==> config.mk <==
export PLATFORM = sky130hd
export DESIGN_NAME = msg_loop_top
export DESIGN_NICKNAME = d
export VERILOG_FILES = /design/src/verilog/dbg_pkg.sv /design/src/verilog/msg_pkg.sv /design/src/verilog/msg_chnl_if.sv /design/src/verilog/msg_checker.sv /design/src/verilog/msg_fifo.sv /design/src/verilog/msg_loop_top.sv /design/src/verilog/msg_source.sv
export SDC_FILE = /design/constraint.sdc
export NUM_CORES = 1
export LEC_CHECK = 0
export ABC_AREA = 1
export BUFFER_PORTS_ARGS = -buffer_cell sky130_fd_sc_hd__buf_2
export CAP_MARGIN = 25
export CORE_MARGIN = 3
export CORE_UTILIZATION = 50
export DETAILED_ROUTE_END_ITERATION = 10
export HOLD_SLACK_MARGIN = 0.03
export PLACE_DENSITY = 0.79
export SKIP_CTS_REPAIR_TIMING = 1
export SKIP_LAST_GASP = 1
export SYNTH_ARGS = -nofsm -noshare
export SYNTH_HDL_FRONTEND = slang
export SYNTH_HIERARCHICAL = 1
export SYNTH_SLANG_ARGS = --single-unit
export TNS_END_PERCENT = 20
==> constraint.sdc <==
create_clock -name snk_clk -period 10.7 [get_ports snk_clk]
set_input_delay 1.605 -clock snk_clk [delete_from_list [all_inputs] [get_ports snk_clk]]
set_output_delay 1.605 -clock snk_clk [all_outputs]
set_load 0.02 [all_outputs]
==> src/verilog/dbg_pkg.sv <==
package dbg_pkg;

	typedef logic [3:0] led_t;
	typedef logic [3:0] disp_t;

	// Bit positions in led_t
	localparam int LED_SRC0 = 0;
	localparam int LED_SRC1 = 1;
	localparam int LED_RANGE = 2;
	localparam int LED_GEN = 3;

endpackage

==> src/verilog/msg_pkg.sv <==
package msg_pkg;

	// Field widths
	localparam int ASZ = 4;
	localparam int DSZ = 8;
	localparam int RSZ = 4;

	// Top of the counting sequence, also the valid data limit
	localparam int SEQ_MAX = 15;

	typedef logic [ASZ-1:0] addr_t;
	typedef logic [DSZ-1:0] data_t;
	typedef logic [RSZ-1:0] redun_t;

	// Low bits of the unsigned sum of all fields
	function automatic redun_t calc_redun(
		input addr_t src,
		input addr_t dst,
		input data_t dat
	);
		logic [DSZ+1:0] sum;
		sum = {2'b00, dat};
		sum = sum + {{(DSZ-ASZ+2){1'b0}}, src};
		sum = sum + {{(DSZ-ASZ+2){1'b0}}, dst};
		return sum[RSZ-1:0];
	endfunction

endpackage

==> src/verilog/msg_chnl_if.sv <==
`timescale 1ns/100ps

interface msg_chnl_if;
	import msg_pkg::*;

	logic req;
	logic ack;
	addr_t src;
	addr_t dst;
	data_t dat;
	redun_t red;

	// Four-phase side that owns the message
	modport requester (
		output req,
		output src,
		output dst,
		output dat,
		output red,
		input ack
	);

	modport acceptor (
		input req,
		input src,
		input dst,
		input dat,
		input red,
		output ack
	);

endinterface

==> src/verilog/msg_checker.sv <==
`timescale 1ns/100ps

module msg_checker (
	input logic snk_clk,
	input logic arst_n,
	msg_chnl_if.acceptor ch,
	input logic gen_err,
	output dbg_pkg::led_t leds,
	output dbg_pkg::disp_t disp0,
	output dbg_pkg::disp_t disp1
);
	import msg_pkg::*;
	import dbg_pkg::*;

	typedef enum logic [1:0] {
		C_IDLE,
		C_CHECK,
		C_ACK
	} chk_state_t;

	chk_state_t state;
	logic ack_r;
	data_t prev0;
	data_t prev1;
	data_t prev_sel;
	logic known;
	logic sel;
	logic [1:0] fault_bit;
	logic src_fault;
	logic red_bad;
	logic seq_bad;
	led_t led_r;
	disp_t d0_r;
	disp_t d1_r;

	// Only sources 0 and 1 are tracked
	assign known = (ch.src < addr_t'(2));
	assign sel = ch.src[0];
	assign prev_sel = sel ? prev1 : prev0;
	assign fault_bit = sel ? 2'(LED_SRC1) : 2'(LED_SRC0);
	assign src_fault = led_r[fault_bit];

	assign red_bad = (ch.red != calc_redun(ch.src, ch.dst, ch.dat));
	// After the top of the sequence any value restarts it
	assign seq_bad = (prev_sel <= data_t'(SEQ_MAX - 1)) && (ch.dat != prev_sel + 1'b1);

	always_ff @(posedge snk_clk or negedge arst_n) begin
		if (!arst_n) begin
			state <= C_IDLE;
			ack_r <= 1'b0;
			prev0 <= data_t'(SEQ_MAX);
			prev1 <= data_t'(SEQ_MAX);
			led_r <= '0;
			d0_r <= '0;
			d1_r <= '0;
		end else begin
			led_r[LED_GEN] <= gen_err;
			case (state)
				C_IDLE: begin
					if (ch.req) begin
						if (ch.dat > SEQ_MAX) begin
							led_r[LED_RANGE] <= 1'b1;
						end
						// A faulted source is no longer checked
						if (known && !src_fault) begin
							if (red_bad) begin
								led_r[fault_bit] <= 1'b1;
							end else if (seq_bad) begin
								led_r[fault_bit] <= 1'b1;
								d0_r <= disp_t'(ch.dat);
								d1_r <= disp_t'(prev_sel);
							end else if (sel) begin
								prev1 <= ch.dat;
							end else begin
								prev0 <= ch.dat;
							end
						end
						state <= C_CHECK;
					end
				end
				C_CHECK: begin
					ack_r <= 1'b1;
					state <= C_ACK;
				end
				C_ACK: begin
					if (!ch.req) begin
						ack_r <= 1'b0;
						state <= C_IDLE;
					end
				end
				default: begin
					state <= C_IDLE;
				end
			endcase
		end
	end

	// Display stage
	always_ff @(posedge snk_clk or negedge arst_n) begin
		if (!arst_n) begin
			leds <= '0;
			disp0 <= '0;
			disp1 <= '0;
		end else begin
			leds <= led_r;
			disp0 <= d0_r;
			disp1 <= d1_r;
		end
	end

	assign ch.ack = ack_r;

endmodule

==> src/verilog/msg_fifo.sv <==
`timescale 1ns/100ps

module msg_fifo #(
	parameter int DEPTH = 4
) (
	input logic snk_clk,
	input logic arst_n,
	msg_chnl_if.acceptor a,
	input logic in_req,
	output logic in_ack,
	input msg_pkg::addr_t in_src,
	input msg_pkg::addr_t in_dst,
	input msg_pkg::data_t in_dat,
	input msg_pkg::redun_t in_red,
	msg_chnl_if.requester q
);
	import msg_pkg::*;

	localparam int PW = $clog2(DEPTH);

	addr_t src_mem [DEPTH];
	addr_t dst_mem [DEPTH];
	data_t dat_mem [DEPTH];
	redun_t red_mem [DEPTH];

	logic [PW-1:0] wr_ptr;
	logic [PW-1:0] rd_ptr;
	logic [PW:0] count;
	logic full;
	logic ack_a;
	logic ack_b;
	logic pend_a;
	logic pend_b;
	logic prio_b;
	logic grant_a;
	logic grant_b;
	logic push;
	logic pop;
	logic req_q;
	logic drain;

	assign full = (count == (PW+1)'(DEPTH));

	// A new request is one not yet acknowledged
	assign pend_a = a.req && !ack_a;
	assign pend_b = in_req && !ack_b;

	// Round robin when both inputs wait, ack withheld while full
	assign grant_a = pend_a && !full && (!pend_b || !prio_b);
	assign grant_b = pend_b && !full && !grant_a;
	assign push = grant_a || grant_b;

	// Head leaves once the consumer has dropped ack
	assign pop = drain && !q.ack;

	always_ff @(posedge snk_clk or negedge arst_n) begin
		if (!arst_n) begin
			ack_a <= 1'b0;
			ack_b <= 1'b0;
			prio_b <= 1'b0;
		end else begin
			if (grant_a) begin
				ack_a <= 1'b1;
			end else if (!a.req) begin
				ack_a <= 1'b0;
			end
			if (grant_b) begin
				ack_b <= 1'b1;
			end else if (!in_req) begin
				ack_b <= 1'b0;
			end
			if (push) begin
				prio_b <= grant_a;
			end
		end
	end

	always_ff @(posedge snk_clk) begin
		if (push) begin
			src_mem[wr_ptr] <= grant_a ? a.src : in_src;
			dst_mem[wr_ptr] <= grant_a ? a.dst : in_dst;
			dat_mem[wr_ptr] <= grant_a ? a.dat : in_dat;
			red_mem[wr_ptr] <= grant_a ? a.red : in_red;
		end
	end

	always_ff @(posedge snk_clk or negedge arst_n) begin
		if (!arst_n) begin
			wr_ptr <= '0;
			rd_ptr <= '0;
			count <= '0;
		end else begin
			if (push) begin
				wr_ptr <= wr_ptr + 1'b1;
			end
			if (pop) begin
				rd_ptr <= rd_ptr + 1'b1;
			end
			count <= count + (PW+1)'(push) - (PW+1)'(pop);
		end
	end

	// Output engine
	always_ff @(posedge snk_clk or negedge arst_n) begin
		if (!arst_n) begin
			req_q <= 1'b0;
			drain <= 1'b0;
		end else begin
			if (req_q) begin
				if (q.ack) begin
					req_q <= 1'b0;
					drain <= 1'b1;
				end
			end else if (drain) begin
				if (!q.ack) begin
					drain <= 1'b0;
				end
			end else if ((count != '0) && !q.ack) begin
				req_q <= 1'b1;
			end
		end
	end

	assign a.ack = ack_a;
	assign in_ack = ack_b;

	assign q.req = req_q;
	assign q.src = src_mem[rd_ptr];
	assign q.dst = dst_mem[rd_ptr];
	assign q.dat = dat_mem[rd_ptr];
	assign q.red = red_mem[rd_ptr];

endmodule

==> src/verilog/msg_loop_top.sv <==
`timescale 1ns/100ps

module msg_loop_top #(
	parameter int MIN_ADDR = 1,
	parameter int MAX_ADDR = 3,
	parameter int DEPTH = 4
) (
	input logic snk_clk,
	input logic arst_n,
	input logic run,
	input logic in_req,
	output logic in_ack,
	input msg_pkg::addr_t in_src,
	input msg_pkg::addr_t in_dst,
	input msg_pkg::data_t in_dat,
	input msg_pkg::redun_t in_red,
	output dbg_pkg::led_t leds,
	output dbg_pkg::disp_t disp0,
	output dbg_pkg::disp_t disp1
);

	logic gen_err;

	msg_chnl_if gen_ch ();
	msg_chnl_if out_ch ();

	// Counting traffic as source 0
	msg_source #(
		.MIN_ADDR(MIN_ADDR),
		.MAX_ADDR(MAX_ADDR)
	) msg_source_inst (
		.snk_clk(snk_clk),
		.arst_n(arst_n),
		.run(run),
		.gen_err(gen_err),
		.ch(gen_ch.requester)
	);

	// Merges source 0 with the external channel
	msg_fifo #(
		.DEPTH(DEPTH)
	) msg_fifo_inst (
		.snk_clk(snk_clk),
		.arst_n(arst_n),
		.a(gen_ch.acceptor),
		.in_req(in_req),
		.in_ack(in_ack),
		.in_src(in_src),
		.in_dst(in_dst),
		.in_dat(in_dat),
		.in_red(in_red),
		.q(out_ch.requester)
	);

	msg_checker msg_checker_inst (
		.snk_clk(snk_clk),
		.arst_n(arst_n),
		.ch(out_ch.acceptor),
		.gen_err(gen_err),
		.leds(leds),
		.disp0(disp0),
		.disp1(disp1)
	);

endmodule

==> src/verilog/msg_source.sv <==
`timescale 1ns/100ps

module msg_source #(
	parameter int MIN_ADDR = 1,
	parameter int MAX_ADDR = 3
) (
	input logic snk_clk,
	input logic arst_n,
	input logic run,
	output logic gen_err,
	msg_chnl_if.requester ch
);
	import msg_pkg::*;

	typedef enum logic [1:0] {
		S_LOAD,
		S_REQUEST,
		S_RELEASE
	} src_state_t;

	localparam addr_t SRC_ID = '0;

	src_state_t state;
	logic load;
	logic req_r;
	data_t cnt;
	addr_t dst_r;
	data_t dat_r;
	redun_t red_r;

	// Build the next message once the channel is quiet
	assign load = run && ((state == S_LOAD) || ((state == S_RELEASE) && !ch.ack));

	always_ff @(posedge snk_clk or negedge arst_n) begin
		if (!arst_n) begin
			state <= S_LOAD;
			req_r <= 1'b0;
		end else begin
			case (state)
				S_LOAD: begin
					if (load) begin
						state <= S_REQUEST;
					end
				end
				S_REQUEST: begin
					if (!req_r) begin
						req_r <= 1'b1;
					end else if (ch.ack) begin
						req_r <= 1'b0;
						state <= S_RELEASE;
					end
				end
				S_RELEASE: begin
					if (!ch.ack) begin
						state <= load ? S_REQUEST : S_LOAD;
					end
				end
				default: begin
					state <= S_LOAD;
				end
			endcase
		end
	end

	always_ff @(posedge snk_clk or negedge arst_n) begin
		if (!arst_n) begin
			cnt <= '0;
			dst_r <= addr_t'(MIN_ADDR);
			dat_r <= '0;
			red_r <= '0;
			gen_err <= 1'b0;
		end else begin
			if (load) begin
				dat_r <= cnt;
				red_r <= calc_redun(SRC_ID, dst_r, cnt);
				cnt <= (cnt >= SEQ_MAX) ? '0 : cnt + 1'b1;
			end
			// Next destination as req falls
			if ((state == S_REQUEST) && req_r && ch.ack) begin
				dst_r <= (dst_r >= MAX_ADDR) ? addr_t'(MIN_ADDR) : dst_r + 1'b1;
			end
			// Sticky, data register out of range
			if (dat_r > SEQ_MAX) begin
				gen_err <= 1'b1;
			end
		end
	end

	assign ch.req = req_r;
	assign ch.src = SRC_ID;
	assign ch.dst = dst_r;
	assign ch.dat = dat_r;
	assign ch.red = red_r;

endmodule
Word level (Yosys, flattened, before mapping)
Memories as Yosys holds them, arrays and structs flattened.
Index checks and enable logic that the tools add are counted.
Word-level totals
  bits in registers: 83
  memory bits (writable): 80
  input bits: 24
  output and inout port bits: 13
  memories: 4
Memories
  msg_fifo_inst.dat_mem: words 4, width 8, read ports 1, clocked after Yosys merged registers in 0, write ports 1, line msg_fifo.sv:23  | data_t dat_mem [DEPTH];
  msg_fifo_inst.dst_mem: words 4, width 4, read ports 1, clocked after Yosys merged registers in 0, write ports 1, line msg_fifo.sv:22  | addr_t dst_mem [DEPTH];
  msg_fifo_inst.red_mem: words 4, width 4, read ports 1, clocked after Yosys merged registers in 0, write ports 1, line msg_fifo.sv:24  | redun_t red_mem [DEPTH];
  msg_fifo_inst.src_mem: words 4, width 4, read ports 1, clocked after Yosys merged registers in 0, write ports 1, line msg_fifo.sv:21  | addr_t src_mem [DEPTH];
Cells by class
  $add $sub $neg: 10
  $lt $le $gt $ge: 8
  eq/ne operators: 16
  multiplexer cells: 47
  bitwise logic cells: 4
  reduce and logical (&&, ||, !) cells: 39
Operator list (count)
  4-bit 2-to-1 mux: 9
  1-bit 2-to-1 mux: 24
  8-bit 2-to-1 mux: 3
  8-bit by 1-bit adder with 8-bit output (second input constant): 2
  8-bit by 4-bit > comparator with 1-bit output (second input constant): 2
  1-bit logical AND: 15
  4-bit adder: 3
  2-bit 2-to-1 mux: 6
  2-bit by 1-bit inequality test with 1-bit output (second input constant): 6
  2-bit case mux with 3 select lines: 2
  6-bit AND reduction: 2
  8-bit by 4-bit >= comparator with 1-bit output (second input constant): 1
  8-bit by 4-bit less-or-equal comparator with 1-bit output (second input constant): 1
  1-bit zero test: 8
  8-bit inequality test: 1
  4-bit AND reduction: 2
  2-bit inequality test (second input constant): 3
  2-bit AND reduction: 3
  5-bit AND reduction: 1
  2-bit by 1-bit adder with 2-bit output (second input constant): 2
  4-bit by 1-bit adder with 4-bit output (second input constant): 1
  2-bit by 1-bit equality test with 1-bit output (second input constant): 2
  2-bit equality test (second input constant): 2
  4-bit by 2-bit >= comparator with 1-bit output (second input constant): 1
  other kinds (16): 22

Depth between registers and ports, before layout
Gate-level depths: netlist of run 1.
An unclocked memory read counts as a cell.
  word-level depth: 12
  gate-level depth with buffers: 22
  mapped depth without buffers: 20

Hierarchy
Netlist of run 1, hierarchy kept.
Modules (own cells, without submodules)
  msg_fifo: times used 1, cells an instance 334, area each 3910.0 um^2, seq. area each 2702.6 um^2
  msg_checker: times used 1, cells an instance 278, area each 2432.3 um^2, seq. area each 1086.0 um^2
  msg_source: times used 1, cells an instance 140, area each 1338.8 um^2, seq. area each 701.9 um^2

Worst setup path after synthesis of run 1
No wires, ideal clock.
  path type: register to register
  start point: reg msg_fifo_inst.rd_ptr[0]
  end point: reg msg_checker_inst.d0_r[3]
  library setup time: 0.118 ns
  arrival time: 3.721 ns
  required time: 10.582 ns
  slack: 6.862 ns
  cell stages (with the launch flop): 23
  buffers on the path: 5
  period minus slack after synthesis: 3.838 ns
  path through: dfrtp_1 > buf_2 > inv_2 > buf_2 > nor2_1 > o22ai_1 > inv_2 > buf_6 > buf_2 > fa_1 > inv_1 > ha_1 > inv_1 > fa_1 > xor2_1 > nand2_1 > nor2_1 > nand2_1 > nor2_4 > nand3_2 > buf_6 > nand2_2 > o21ai_2
Between the ends
  longest elaborated chain between the ends: 7
  elaborated cells between the ends (all ways): 20
  those cells by class: add/sub: 3; order compare: 2; eq/ne: 2; mux: 4; bitwise: 1; reduce/logical: 4; memory: 4
Ends and longest elaborated chain
  start: declaration: line msg_fifo.sv:27  | logic [PW-1:0] rd_ptr;
  start signal: assignment: line msg_fifo.sv:97  | rd_ptr <= rd_ptr + 1'b1;
  memory 4 x 4 bit (*)
  net out_ch.src[0]: line msg_chnl_if.sv:8  | addr_t src;
  parallel branches: the longest is 5 deep, another holds 4-bit adder
  5-bit AND reduction (no line) (*)
  end signal: assignment: line msg_checker.sv:70  | d0_r <= disp_t'(ch.dat);
  end: declaration: line msg_checker.sv:33  | disp_t d0_r;
Mark *: on every way through the listed nets, which the timed path passes. The select of a mux whose other input is x is not followed.
A chain may end at the register's enable or synchronous reset.

Worst setup path after layout of run 1
  start point: reg msg_fifo_inst.rd_ptr[0]
  end point: reg msg_checker_inst.d0_r[1]
The elaborated chain is that of the path after synthesis.

==> results.rst, run 1 <==
.. list-table::
   :header-rows: 1

   * - Metric
     - Value
   * - Sequential share of power
     - a little under two fifths
   * - Clock group share of total power
     - 22.4%
   * - Total negative slack for setup checks
     - 0 ns
   * - Maximum number of buffers from clock root to sink
     - 2
   * - Final period utilization
     - between 50% and 60%
   * - 1st-iter DRT viols
     - approximately 400
   * - Highest Clock Rate
     - 179.0 MHz
   * - Total instance count after detailed placement
     - approximately 950
   * - Post-synthesis sequential element count
     - 163
   * - Antenna violations before repair
     - 0
   * - Multiplexer area fraction after synthesis
     - 0%
   * - Worst ir drop on vdd
     - slightly below 0.0002 V
   * - Number of primary I/O pins
     - 37
   * - Via count of the first global-routing pass
     - just over 5,000
   * - Syn avg cell area
     - 10.21 µm²
   * - Switching part of the total power
     - between 30% and 40%
   * - Number of violations of the max-capacitance limit
     - 0
   * - Routed Antenna Nets
     - 0
   * - Number of buffer and inverter stages on the critical path
     - 5
   * - CP cell instances
     - buf_4, inv_2, o21ai_0, o22ai_2, inv_2, fa_1, inv_1, ha_1, inv_1, fa_1, xor2_1, nand2_1, nor2_1, nand2_1, nor2_4, nand3_2, nand2_1, o21ai_2
   * - Type of the setup path with the least slack
     - reg2reg
   * - Std-Cell Rows
     - 44
   * - Initial cell density of the core
     - 52.06%
   * - Pwr/cell area
     - 301.4 nW/µm²
   * - Clock tree root buffer cell
     - clkbuf_16
   * - Die Span X
     - approximately 130 µm
   * - Run status
     - finished, final reports clean
   * - Post-synthesis cell count
     - approximately 750
   * - # fillers
     - 1,280
   * - Share of final-layout standard cells stronger than drive strength 1
     - between 15 and 20%
   * - Endpoint arrival time on the critical path
     - between 5 and 6 ns
   * - Top cell type's share of synthesized area
     - about 31%
   * - Design Power
     - 2.557 mW
   * - HP Class
     - reg2reg
   * - Sink Count
     - 163
   * - Fraction of synthesized cell area in xor and xnor cells
     - under 10%
   * - Reported net switching power
     - roughly 1 mW
   * - First-pass GRT wire length
     - between 20,000 and 25,000 µm
   * - Layout Nets
     - about 830
   * - Placed Instance Area
     - 7919 µm²
   * - Commonest cells in the netlist
     - 173 x nand2_1, 80 x edfxtp_1, 74 x dfrtp_1, 72 x nor2_1, 62 x inv_1
   * - Worst-skew pair later-pin latency
     - approximately 0.42 ns
   * - Area of the die
     - ~17,000 µm²
   * - Setup repair after global routing missed its margin
     - no
   * - Max transition margin
     - about a third
   * - Post-Synth Simple-Gate Area
     - ~22%
   * - Final setup vio count
     - 0
   * - Placeable Area
     - roughly 15,000 µm²
   * - Number of flops mapped to enable cells by yosys
     - 80
   * - CTS H-Tree Depth
     - 4
   * - Diodes inserted
     - 0
   * - Final Instance Count excl. Fillers
     - 979
   * - Crit path max-delay cell type
     - o22ai_2
   * - Cell internal power dissipation
     - about 1.5 mW
   * - Post-route clock skew
     - just under 0.009 ns
   * - Most instantiated flip-flop cell in the synthesis netlist
     - edfxtp_1
   * - CTS clock-pin slew for the worst setup and hold paths
     - around 0.06 ns
   * - Number of different library cells in the post-synthesis netlist
     - 42
   * - Final Routed Wirelength
     - between 10,000 and 15,000 µm
   * - Most repeated cell in the gate-level netlist after synthesis
     - nand2_1
   * - Worst path most repeated cell
     - nand2_1
   * - Growth of design area from synthesis to finish
     - 10.44%
   * - Number of synthesis warnings
     - 6
   * - Kind of start point of the critical path
     - flop
   * - Post-synthesis instance area
     - between 7000 and 8000 µm²
   * - Number of buffers inserted by port buffering
     - 36
   * - Via count
     - approximately 5,200
   * - Library cell with the largest summed area after synthesis
     - edfxtp_1
   * - DRT Pass-1 Iters
     - 5
   * - Sequential-to-total area share from yosys stat
     - a little under 60%
   * - Transition time at the pin with the least slew margin
     - 1.008 ns
   * - RePlAce Congestion
     - just over 0.8
   * - Top cells by area in the synthesized netlist
     - edfxtp_1 31%, dfrtp_1 24%, nand2_1 8.5%, nor2_1 3.5%, dfstp_2 3.1%
   * - Delay of the slowest cell on the worst path
     - around 0.79 ns
   * - Capturing element type of the critical path
     - flop
   * - Detail-routed via count per cell
     - 5.291
   * - Crit path max fanout
     - 40
   * - Final Hold Vio Count
     - 0
   * - Count of unresolved DRC violations after routing
     - 0
   * - Area of all placed cells without fillers
     - between 8000 and 9000 µm²
   * - TritonCTS clock tree
     - done
   * - Wire length per cell after detailed routing
     - about 15 µm
   * - Area share of fa/ha/maj cells after synthesis
     - under 10%
   * - Count of pins over their slew limit
     - 0
   * - Total clock buffers created by CTS
     - 17
   * - Share of the synthesized area in compound gates (AO/OA/AOI/OAI)
     - between 7 and 8%
   * - Leakage power
     - around 3.8 nW
   * - Dominant combinational cell family by area after synthesis
     - simple AND/OR/NAND/NOR gates
   * - HPWL after DPL
     - between 10,000 and 15,000 µm
   * - Cell family with most CP delay
     - simple AND/OR/NAND/NOR gates
   * - Pin count of the biggest net entering global routing
     - 46
   * - Share of flip-flops with an asynchronous set or reset
     - between 50% and 60%
   * - Die H
     - between 100 and 150 µm
   * - Global router's overall resource usage
     - 18.62%
   * - Global route overflow
     - 0
   * - Required time of the critical path
     - ~11 ns
   * - Gate power share
     - 40.0%
   * - Time the final worst path needs with I/O delays and setup
     - 5.588 ns
## flip-flops by register name, summed over array words and instances, names as in the netlist, 2 cells and up
register / flops
msg_source_inst/ch.red: 4
msg_checker_inst/prev1: 8
msg_checker_inst/disp1: 4
msg_checker_inst/leds: 4
msg_fifo_inst/count: 3
msg_checker_inst/prev0: 8
msg_source_inst/state: 2
msg_fifo_inst/red_mem: 16
msg_checker_inst/d1_r: 4
msg_source_inst/cnt: 8
msg_source_inst/ch.dat: 8
msg_source_inst/ch.dst: 4
msg_fifo_inst/dst_mem: 16
msg_fifo_inst/src_mem: 16
msg_checker_inst/disp0: 4
msg_fifo_inst/dat_mem: 32
msg_fifo_inst/wr_ptr: 2
msg_checker_inst/d0_r: 4
msg_checker_inst/led_r: 4
msg_fifo_inst/rd_ptr: 2
msg_checker_inst/state: 2
## worst register-to-register path: stages (launching register included)
cell,delay [ns]
dfrtp_1,0.40
buf_4,0.26
inv_2,0.48
o21ai_0,0.22
o22ai_2,0.79
inv_2,0.48
fa_1,0.54
inv_1,0.06
ha_1,0.13
inv_1,0.05
fa_1,0.50
xor2_1,0.14
nand2_1,0.06
nor2_1,0.08
nand2_1,0.10
nor2_4,0.43
nand3_2,0.46
nand2_1,0.20
o21ai_2,0.07
## metrics by stage
stage               util [%]  worst slack [ns]  hold slack (ns)
finish                 57.50             5.112           0.3527
detailed placement     53.67             5.192           0.3379
global placement       53.67             5.408           0.3341
floorplan                  -             6.862           0.3312
global route           57.50             4.684           0.3740
CTS                    57.50             5.187           0.3559
## layout make-up
cell class              instances  area [µm²]  share of cell area [%]
flip-flops and latches        163        4491                   52.94
multi-input cells             487        2696                   31.78
clock buffers                  21       471.7                   5.560
inverters                      70       266.5                   3.142
repair buffers                 43       235.2                   2.773
well taps                     184       230.2                   2.714
clock inverters                11       92.59                   1.091
## power groups by stage
stage               registers (mW)  clock network, mW  logic [mW]
global route                 0.977              0.609        1.17
floorplan                    0.957                  0       0.820
detailed placement           0.972                  0        1.02
CTS                          0.961              0.584        1.03
finish                       0.962              0.572        1.02
global placement             0.966                  0       0.977
## cells by family after synthesis
logic type | Yosys count
XOR/XNOR | 15
other | 1
AO/OA/AOI/OAI | 94
AND/OR/NAND/NOR | 353
adder cells (fa/ha/maj) | 21
buffers and inverters | 105
flip-flops | 163
## worst paths after layout
path                                      startpoint                       end  slack [ns]  depth (start not counted)
max in group asynchronous                     arst_n  msg_checker_inst/leds[3]        8.58                          2
min in group asynchronous                     arst_n  msg_checker_inst/leds[1]        1.15                          1
hold reg to reg            msg_checker_inst/led_r[3]  msg_checker_inst/leds[3]        0.35                          0
setup reg to reg             msg_fifo_inst/rd_ptr[0]  msg_checker_inst/d0_r[1]        5.11                         18
setup / recovery             msg_fifo_inst/rd_ptr[0]  msg_checker_inst/d0_r[1]        5.11                         18
hold / removal             msg_checker_inst/led_r[3]  msg_checker_inst/leds[3]        0.35                          0
## cell usage in the layout, fill, tap and decap left out, drive strengths merged
cell	count
conb	4
ha	14
nand3b	2
nand3	38
nor4	1
nor2	79
maj3	1
o21bai	1
nand4	36
xnor2	6
o21ai	67
buf	43
nor3	3
clkinvlp	1
o22ai	20
dfrtp	74
inv	74
clkbuf	21
a21oi	5
xor2	9
edfxtp	80
dfstp	9
nand2	193
and2	1
clkinv	6
o41ai	1
fa	6
## per-layer routing
metal	part of all wire (%)	vias up	global-route usage, %
li1	-	2566	-
met1	42	2453	23.11
met2	51	134	31.82
met3	4.7	27	4.789
met4	2.0	0	6.418
met5	0	-	0
Note: power is estimated with default switching activity, not from simulation.
==> run 2: changes to the inputs <==
==> constraint.sdc (replaced) <==
create_clock -name snk_clk -period 5.3 [get_ports snk_clk]
set_input_delay 0.795 -clock snk_clk [delete_from_list [all_inputs] [get_ports snk_clk]]
set_output_delay 0.795 -clock snk_clk [all_outputs]
set_load 0.02 [all_outputs]
==> results.rst, run 2 (synthesized netlist as in run 1, its figures left out) <==
.. list-table::
   :header-rows: 1

   * - Metric
     - Value
   * - Run status
     - finished, final reports clean
   * - Transition time at the pin with the least slew margin
     - approximately 0.95 ns
   * - CP cell instances
     - buf_4, inv_1, o21ai_0, o22ai_1, fa_1, ha_1, inv_1, fa_1, xor2_1, nand2_1, nor2_1, nand2_1, nor2_4, nand3_2, nand2_1, o21ai_2
   * - Global route overflow
     - 0
   * - Final Instance Count excl. Fillers
     - roughly 980
   * - Worst ir drop on vdd
     - 0.0003751 V
   * - Number of buffers inserted by port buffering
     - 36
   * - Worst Reg2Reg Path Length in Cells
     - 16
   * - Pwr/cell area
     - 606.1 nW/µm²
   * - Share of final-layout standard cells stronger than drive strength 1
     - between 10% and 20%
   * - Global router's overall resource usage
     - between 10% and 20%
   * - Die H
     - ~130 µm
   * - Detail-routed via count per cell
     - around 5.3
   * - Std-Cell Rows
     - 44
   * - Total instance count after detailed placement
     - 950
   * - HPWL after DPL
     - between 9000 and 10,000 µm
   * - Hold_ws
     - around 0.34 ns
   * - Register name with the most flops
     - msg_fifo_inst/dat_mem
   * - Die Span X
     - between 100 and 150 µm
   * - Final setup vio count
     - 0
   * - Met2 routed wirelength
     - 7310 µm
   * - Capturing element type of the critical path
     - flop
   * - Count of unresolved DRC violations after routing
     - 0
   * - Setup repair after global routing missed its margin
     - no
   * - Most frequent standard cell in the layout excluding fill and tap cells
     - nand2_1
   * - CTS H-Tree Depth
     - 4
   * - Required time of the critical path
     - ~5.6 ns
   * - Worst setup timing slack at the placement stage
     - 0.8044 ns
   * - Time the final worst path needs with I/O delays and setup
     - ~4.6 ns
   * - Placeable Area
     - between 10,000 and 15,000 µm²
   * - Largest register FFs
     - 32
   * - Delay of the slowest cell on the worst path
     - 0.52 ns
   * - Via count of the first global-routing pass
     - ~5,000
   * - Endpoint arrival time on the critical path
     - a little under 5 ns
   * - Area taken by flip-flops and latches
     - between 4000 and 5000 µm²
   * - Wire length per cell after detailed routing
     - ~15 µm
   * - # fillers
     - approximately 1,300
   * - Clock group share of total power
     - 21.5%
   * - CTS clock-pin slew for the worst setup and hold paths
     - roughly 0.06 ns
   * - Type of the setup path with the least slack
     - reg2reg
   * - Cell internal power dissipation
     - 3.073 mW
   * - Pin count of the biggest net entering global routing
     - 46
   * - Crit path max fanout
     - 21
   * - Combined area of the multi-input logic cells
     - 2696 µm²
   * - Kind of start point of the critical path
     - flop
   * - Clock tree root buffer cell
     - clkbuf_16
   * - RePlAce Congestion
     - ~0.85
   * - Initial cell density of the core
     - about 52%
   * - DRT Pass-1 Iters
     - 5
   * - Leakage power
     - ~3.8 nW
   * - HP Class
     - in2async
   * - Count of pins over their slew limit
     - 0
   * - Worst path setup slack after routing
     - roughly 0.74 ns
   * - Final Routed Wirelength
     - about 15,000 µm
   * - Area of the die
     - approximately 17,000 µm²
   * - Reported net switching power
     - 2.064 mW
   * - Design Power
     - about 5 mW
   * - Switching part of the total power
     - 40.18%
   * - Growth of design area from synthesis to finish
     - 10.34%
   * - Crit path max-delay cell type
     - fa_1
   * - Max transition margin
     - 36.53%
   * - Routed Antenna Nets
     - 0
   * - Via count
     - 5,190
   * - Sink Count
     - ~160
   * - Gate power share
     - between 40% and 50%
   * - TritonCTS clock tree
     - done
   * - Total negative slack for setup checks
     - 0 ns
   * - Worst-skew pair later-pin latency
     - around 0.42 ns
   * - M1 wire length
     - around 6400 µm
   * - Post-route clock skew
     - about 0.0090 ns
   * - Diodes inserted
     - 0
   * - Number of primary I/O pins
     - 37
   * - 1st-iter DRT viols
     - 444
   * - Met3 routed WL
     - around 650 µm
   * - Highest routed metal layer
     - met4
   * - Final period utilization
     - approximately 86%
   * - Layout Nets
     - between 800 and 900
   * - Final Hold Vio Count
     - 0
   * - Total clock buffers created by CTS
     - 17
   * - Maximum number of buffers from clock root to sink
     - 2
   * - Commonest non-fill, non-tap cells in the layout
     - 173 x nand2_1, 80 x edfxtp_1, 74 x dfrtp_1
   * - Worst path most repeated cell
     - nand2_1
   * - Number of violations of the max-capacitance limit
     - 0
   * - First-pass GRT wire length
     - around 24,000 µm
   * - Antenna violations before repair
     - 0
   * - Highest Clock Rate
     - about 220 MHz
   * - Sequential share of power
     - between 30% and 40%
==> run 2: cell count changes in the layout (fill, tap and decap cells not counted), sizes merged <==
cell,delta
buf,+3
clkbuf,-3
clkinv,+5
inv,-2
==> run 2: routing by layer <==
layer | track usage, % | vias to the layer above
met5 | 0 | -
met4 | 7.213 | 0
met3 | 4.707 | 27
met2 | 31.21 | 121
met1 | 23.32 | 2470
li1 | - | 2572
==> run 2: final cells by class <==
cell class / count / share of cell area (%)
Inverter: 70 / 3.144
Multi-Input combinational cell: 487 / 31.81
Clock inverter: 14 / 1.240
Sequential cell: 163 / 52.98
Clock buffer: 18 / 5.063
Timing Repair Buffer: 46 / 3.041
Tap cell: 184 / 2.716
==> run 2: power groups by stage <==
stage          sequential (mW)  combinational (mW)  clock, mW
6_report                  1.93                2.11       1.10
5_1_grt                   1.96                2.39       1.18
4_1_cts                   1.93                2.12       1.13
3_5_place_dp              1.95                2.11          0
3_3_place_gp              1.94                2.02          0
2_1_floorplan             1.93                1.66          0
==> run 2: final timing paths <==
kind                            slack [ns]                   endpoint                      start
min in group snk_clk                  0.35   msg_checker_inst/leds[3]  msg_checker_inst/led_r[3]
worst max register to register        0.74   msg_checker_inst/d1_r[0]    msg_fifo_inst/rd_ptr[1]
max in group asynchronous             4.00   msg_checker_inst/leds[3]                     arst_n
worst min register to register        0.35   msg_checker_inst/leds[3]  msg_checker_inst/led_r[3]
worst max-delay path                  0.74   msg_checker_inst/d1_r[0]    msg_fifo_inst/rd_ptr[1]
worst min-delay path                  0.34  msg_checker_inst/led_r[1]                     arst_n
==> run 2: worst max-delay path, delay by kind of cell (launching register included) <==
kind,cells,cell delay [ns]
flops,1,0.36
xor+xnor,1,0.16
simple gates,6,1.30
buf+inv,3,0.75
fa+ha+maj,3,1.15
compound gates,3,0.72
==> run 2: stage by stage <==
stage                     cell area [µm²]  utilization (%)
after CTS                            8476            57.45
after global routing                 8476            57.45
after global placement               7941            53.82
final                                8476            57.45
after floorplan                      7692                -
after detailed placement             7941            53.82
==> run 3: changes to the inputs <==
--- a/config.mk
+++ b/config.mk
@@ -9,10 +9,11 @@
 export BUFFER_PORTS_ARGS = -buffer_cell sky130_fd_sc_hd__buf_2
 export CAP_MARGIN = 25
 export CORE_MARGIN = 3
-export CORE_UTILIZATION = 50
+export CORE_UTILIZATION = 61
 export DETAILED_ROUTE_END_ITERATION = 10
 export HOLD_SLACK_MARGIN = 0.03
-export PLACE_DENSITY = 0.79
+export PLACE_DENSITY = 0.91
+export REMOVE_ABC_BUFFERS = 1
 export SKIP_CTS_REPAIR_TIMING = 1
 export SKIP_LAST_GASP = 1
 export SYNTH_ARGS = -nofsm -noshare
==> results.rst, run 3 (synthesized netlist as in run 1, its figures left out) <==
.. list-table::
   :header-rows: 1

   * - Metric
     - Value
   * - Run status
     - finished, final reports clean
   * - Number of violations of the max-capacitance limit
     - 0
   * - Number of primary I/O pins
     - 37
   * - Antenna violations before repair
     - 0
   * - Type of the setup path with the least slack
     - reg2reg
   * - Growth of design area from synthesis to finish
     - 11.60%
   * - Most frequent standard cell in the layout excluding fill and tap cells
     - nand2_1
   * - Pwr/cell area
     - about 640 nW/µm²
   * - Die Span X
     - roughly 120 µm
   * - Worst reg2reg path startpoint
     - msg_fifo_inst/rd_ptr[1]
   * - CTS H-Tree Depth
     - 4
   * - Wire length per cell after detailed routing
     - 16.40 µm
   * - DRT Pass-1 Iters
     - 6
   * - Setup repair after global routing missed its margin
     - no
   * - Maximum number of buffers from clock root to sink
     - 2
   * - Kind of start point of the critical path
     - flop
   * - Final Hold Vio Count
     - 0
   * - Global route overflow
     - 0
   * - Pin count of the biggest net entering global routing
     - 63
   * - Number of buffers inserted by port buffering
     - 36
   * - CP cell instances
     - inv_1, o21ai_0, o22ai_1, fa_1, ha_1, inv_1, fa_1, xor2_1, nand2_1, nor2_1, nand2_1, nor2_4, nand3_2, nand2_1, o21ai_2
   * - Leakage power
     - around 3.8 nW
   * - Worst Reg2Reg Path Length in Cells
     - 15
   * - Layout Nets
     - 827
   * - Max transition margin
     - ~45%
   * - Final setup vio count
     - 0
   * - Std-Cell Rows
     - 40
   * - CTS clock-pin slew for the worst setup and hold paths
     - approximately 0.06 ns
   * - Global router's overall resource usage
     - 23.73%
   * - Clock tree root buffer cell
     - clkbuf_16
   * - Highest Clock Rate
     - 209.7 MHz
   * - Endpoint arrival time on the critical path
     - slightly above 5 ns
   * - Sink Count
     - between 150 and 200
   * - Capturing element type of the critical path
     - flop
   * - First-pass GRT wire length
     - 26,200 µm
   * - HP Class
     - in2async
   * - Final Routed Wirelength
     - 15,810 µm
   * - Via count of the first global-routing pass
     - between 5,000 and 6,000
   * - Register name with the most flops
     - msg_fifo_inst/dat_mem
   * - 1st-iter DRT viols
     - ~580
   * - Largest register FFs
     - 32
   * - Via count
     - 5,460
   * - Diodes inserted
     - 0
   * - Commonest non-fill, non-tap cells in the layout
     - 173 x nand2_1, 80 x edfxtp_1, 74 x dfrtp_1
   * - Post-route clock skew
     - ~0.012 ns
   * - Total clock buffers created by CTS
     - 17
   * - Crit path max fanout
     - 21
   * - Worst-skew pair later-pin latency
     - 0.44 ns
   * - Crit path max-delay cell type
     - dfrtp_1
   * - Die H
     - 118.2 µm
   * - RePlAce Congestion
     - just over 0.8
   * - Area of the die
     - between 10,000 and 15,000 µm²
   * - Routed Antenna Nets
     - 0
   * - Terminus of the critical flop-to-flop path
     - msg_checker_inst/d0_r[0]
   * - HPWL after DPL
     - approximately 10,000 µm
   * - Detail-routed via count per cell
     - roughly 5.7
   * - Initial cell density of the core
     - a little over three fifths
   * - Delay of the slowest cell on the worst path
     - around 0.63 ns
   * - Worst ir drop on vdd
     - about 0.00039 V
   * - Transition time at the pin with the least slew margin
     - approximately 0.83 ns
   * - Count of pins over their slew limit
     - 0
   * - Reg2Reg Setup Slack
     - roughly 0.53 ns
   * - TritonCTS clock tree
     - done
   * - Required time of the critical path
     - around 5.6 ns
   * - Placeable Area
     - 12,160 µm²
   * - Hold_ws
     - about 0.24 ns
   * - Total negative slack for setup checks
     - 0 ns
   * - Share of final-layout standard cells stronger than drive strength 1
     - 18.47%
   * - Final period utilization
     - 89.98%
   * - Count of unresolved DRC violations after routing
     - 0
   * - # fillers
     - about 800
   * - Worst path most repeated cell
     - nand2_1
   * - Time the final worst path needs with I/O delays and setup
     - 4.769 ns
==> run 3: changes by cell type in the layout (fill, tap and decap cells not counted) <==
cell / change
buf_4: -2
bufinv_16: +5
clkbuf_1: -1
clkinv_1: -2
clkinv_2: -2
clkinv_4: -3
inv_6: +2
inv_8: +1
==> run 3: worst max-delay path by stage <==
stage	startpoint	to	slack, ns
5_1_grt	msg_fifo_inst/rd_ptr[1]	msg_checker_inst/d0_r[1]	0.12
3_3_place_gp	msg_fifo_inst/rd_ptr[1]	msg_checker_inst/d0_r[0]	0.88
6_report	msg_fifo_inst/rd_ptr[1]	msg_checker_inst/d0_r[0]	0.53
4_1_cts	msg_fifo_inst/rd_ptr[1]	msg_checker_inst/d0_r[0]	0.62
3_5_place_dp	msg_fifo_inst/rd_ptr[1]	msg_checker_inst/d1_r[0]	0.72
2_1_floorplan	msg_fifo_inst/rd_ptr[0]	msg_checker_inst/d0_r[0]	-0.20
==> run 3: through the flow <==
stage / instances / instance area (µm²) / power (mW) / utilization, % / setup slack, ns
after floorplan: 720 / 7447 / 3.452 / - / -0.1989
after global placement: 932 / 7906 / 3.919 / 65.01 / 0.8831
after detailed placement: 932 / 7906 / 4.029 / 65.01 / 0.7150
after CTS: 964 / 8572 / 5.448 / 70.48 / 0.6166
after global routing: 964 / 8572 / 5.808 / 70.48 / 0.1188
final: 964 / 8572 / 5.461 / 70.48 / 0.5313
==> run 3: layout make-up <==
class                           count  area, µm²  area share [%]
Timing Repair Buffer               44      242.7           2.832
Tap cell                          168      210.2           2.452
Sequential cell                   163       4491           52.39
Clock inverter                     15      240.2           2.803
Clock buffer                       17      425.4           4.963
Multi-Input combinational cell    487       2696           31.46
Inverter                           70      266.5           3.109
==> run 3: metal layers <==
layer  vias up  wire length [µm]  track usage, %
li1       2566                 -               -
met1      2640              6221           28.25
met2       216              8336           42.30
met3        38               943           5.646
met4         0               310           8.059
met5         -                 0               0
==> run 3: worst max-delay path: cells and delay by family (launching register included) <==
family          cells  cell delay [ns]
xor+xnor            1             0.16
buf+inv             2             0.67
simple gates        6             1.35
fa+ha+maj           3             1.14
compound gates      3             0.69
flops               1             0.63
==> run 3: where the power goes <==
group | internal (mW) | total, mW | switching [mW]
Sequential | 1.78 | 1.97 | 0.191
Combinational | 0.676 | 2.11 | 1.43
Clock | 0.851 | 1.38 | 0.531
Total | 3.31 | 5.46 | 2.15
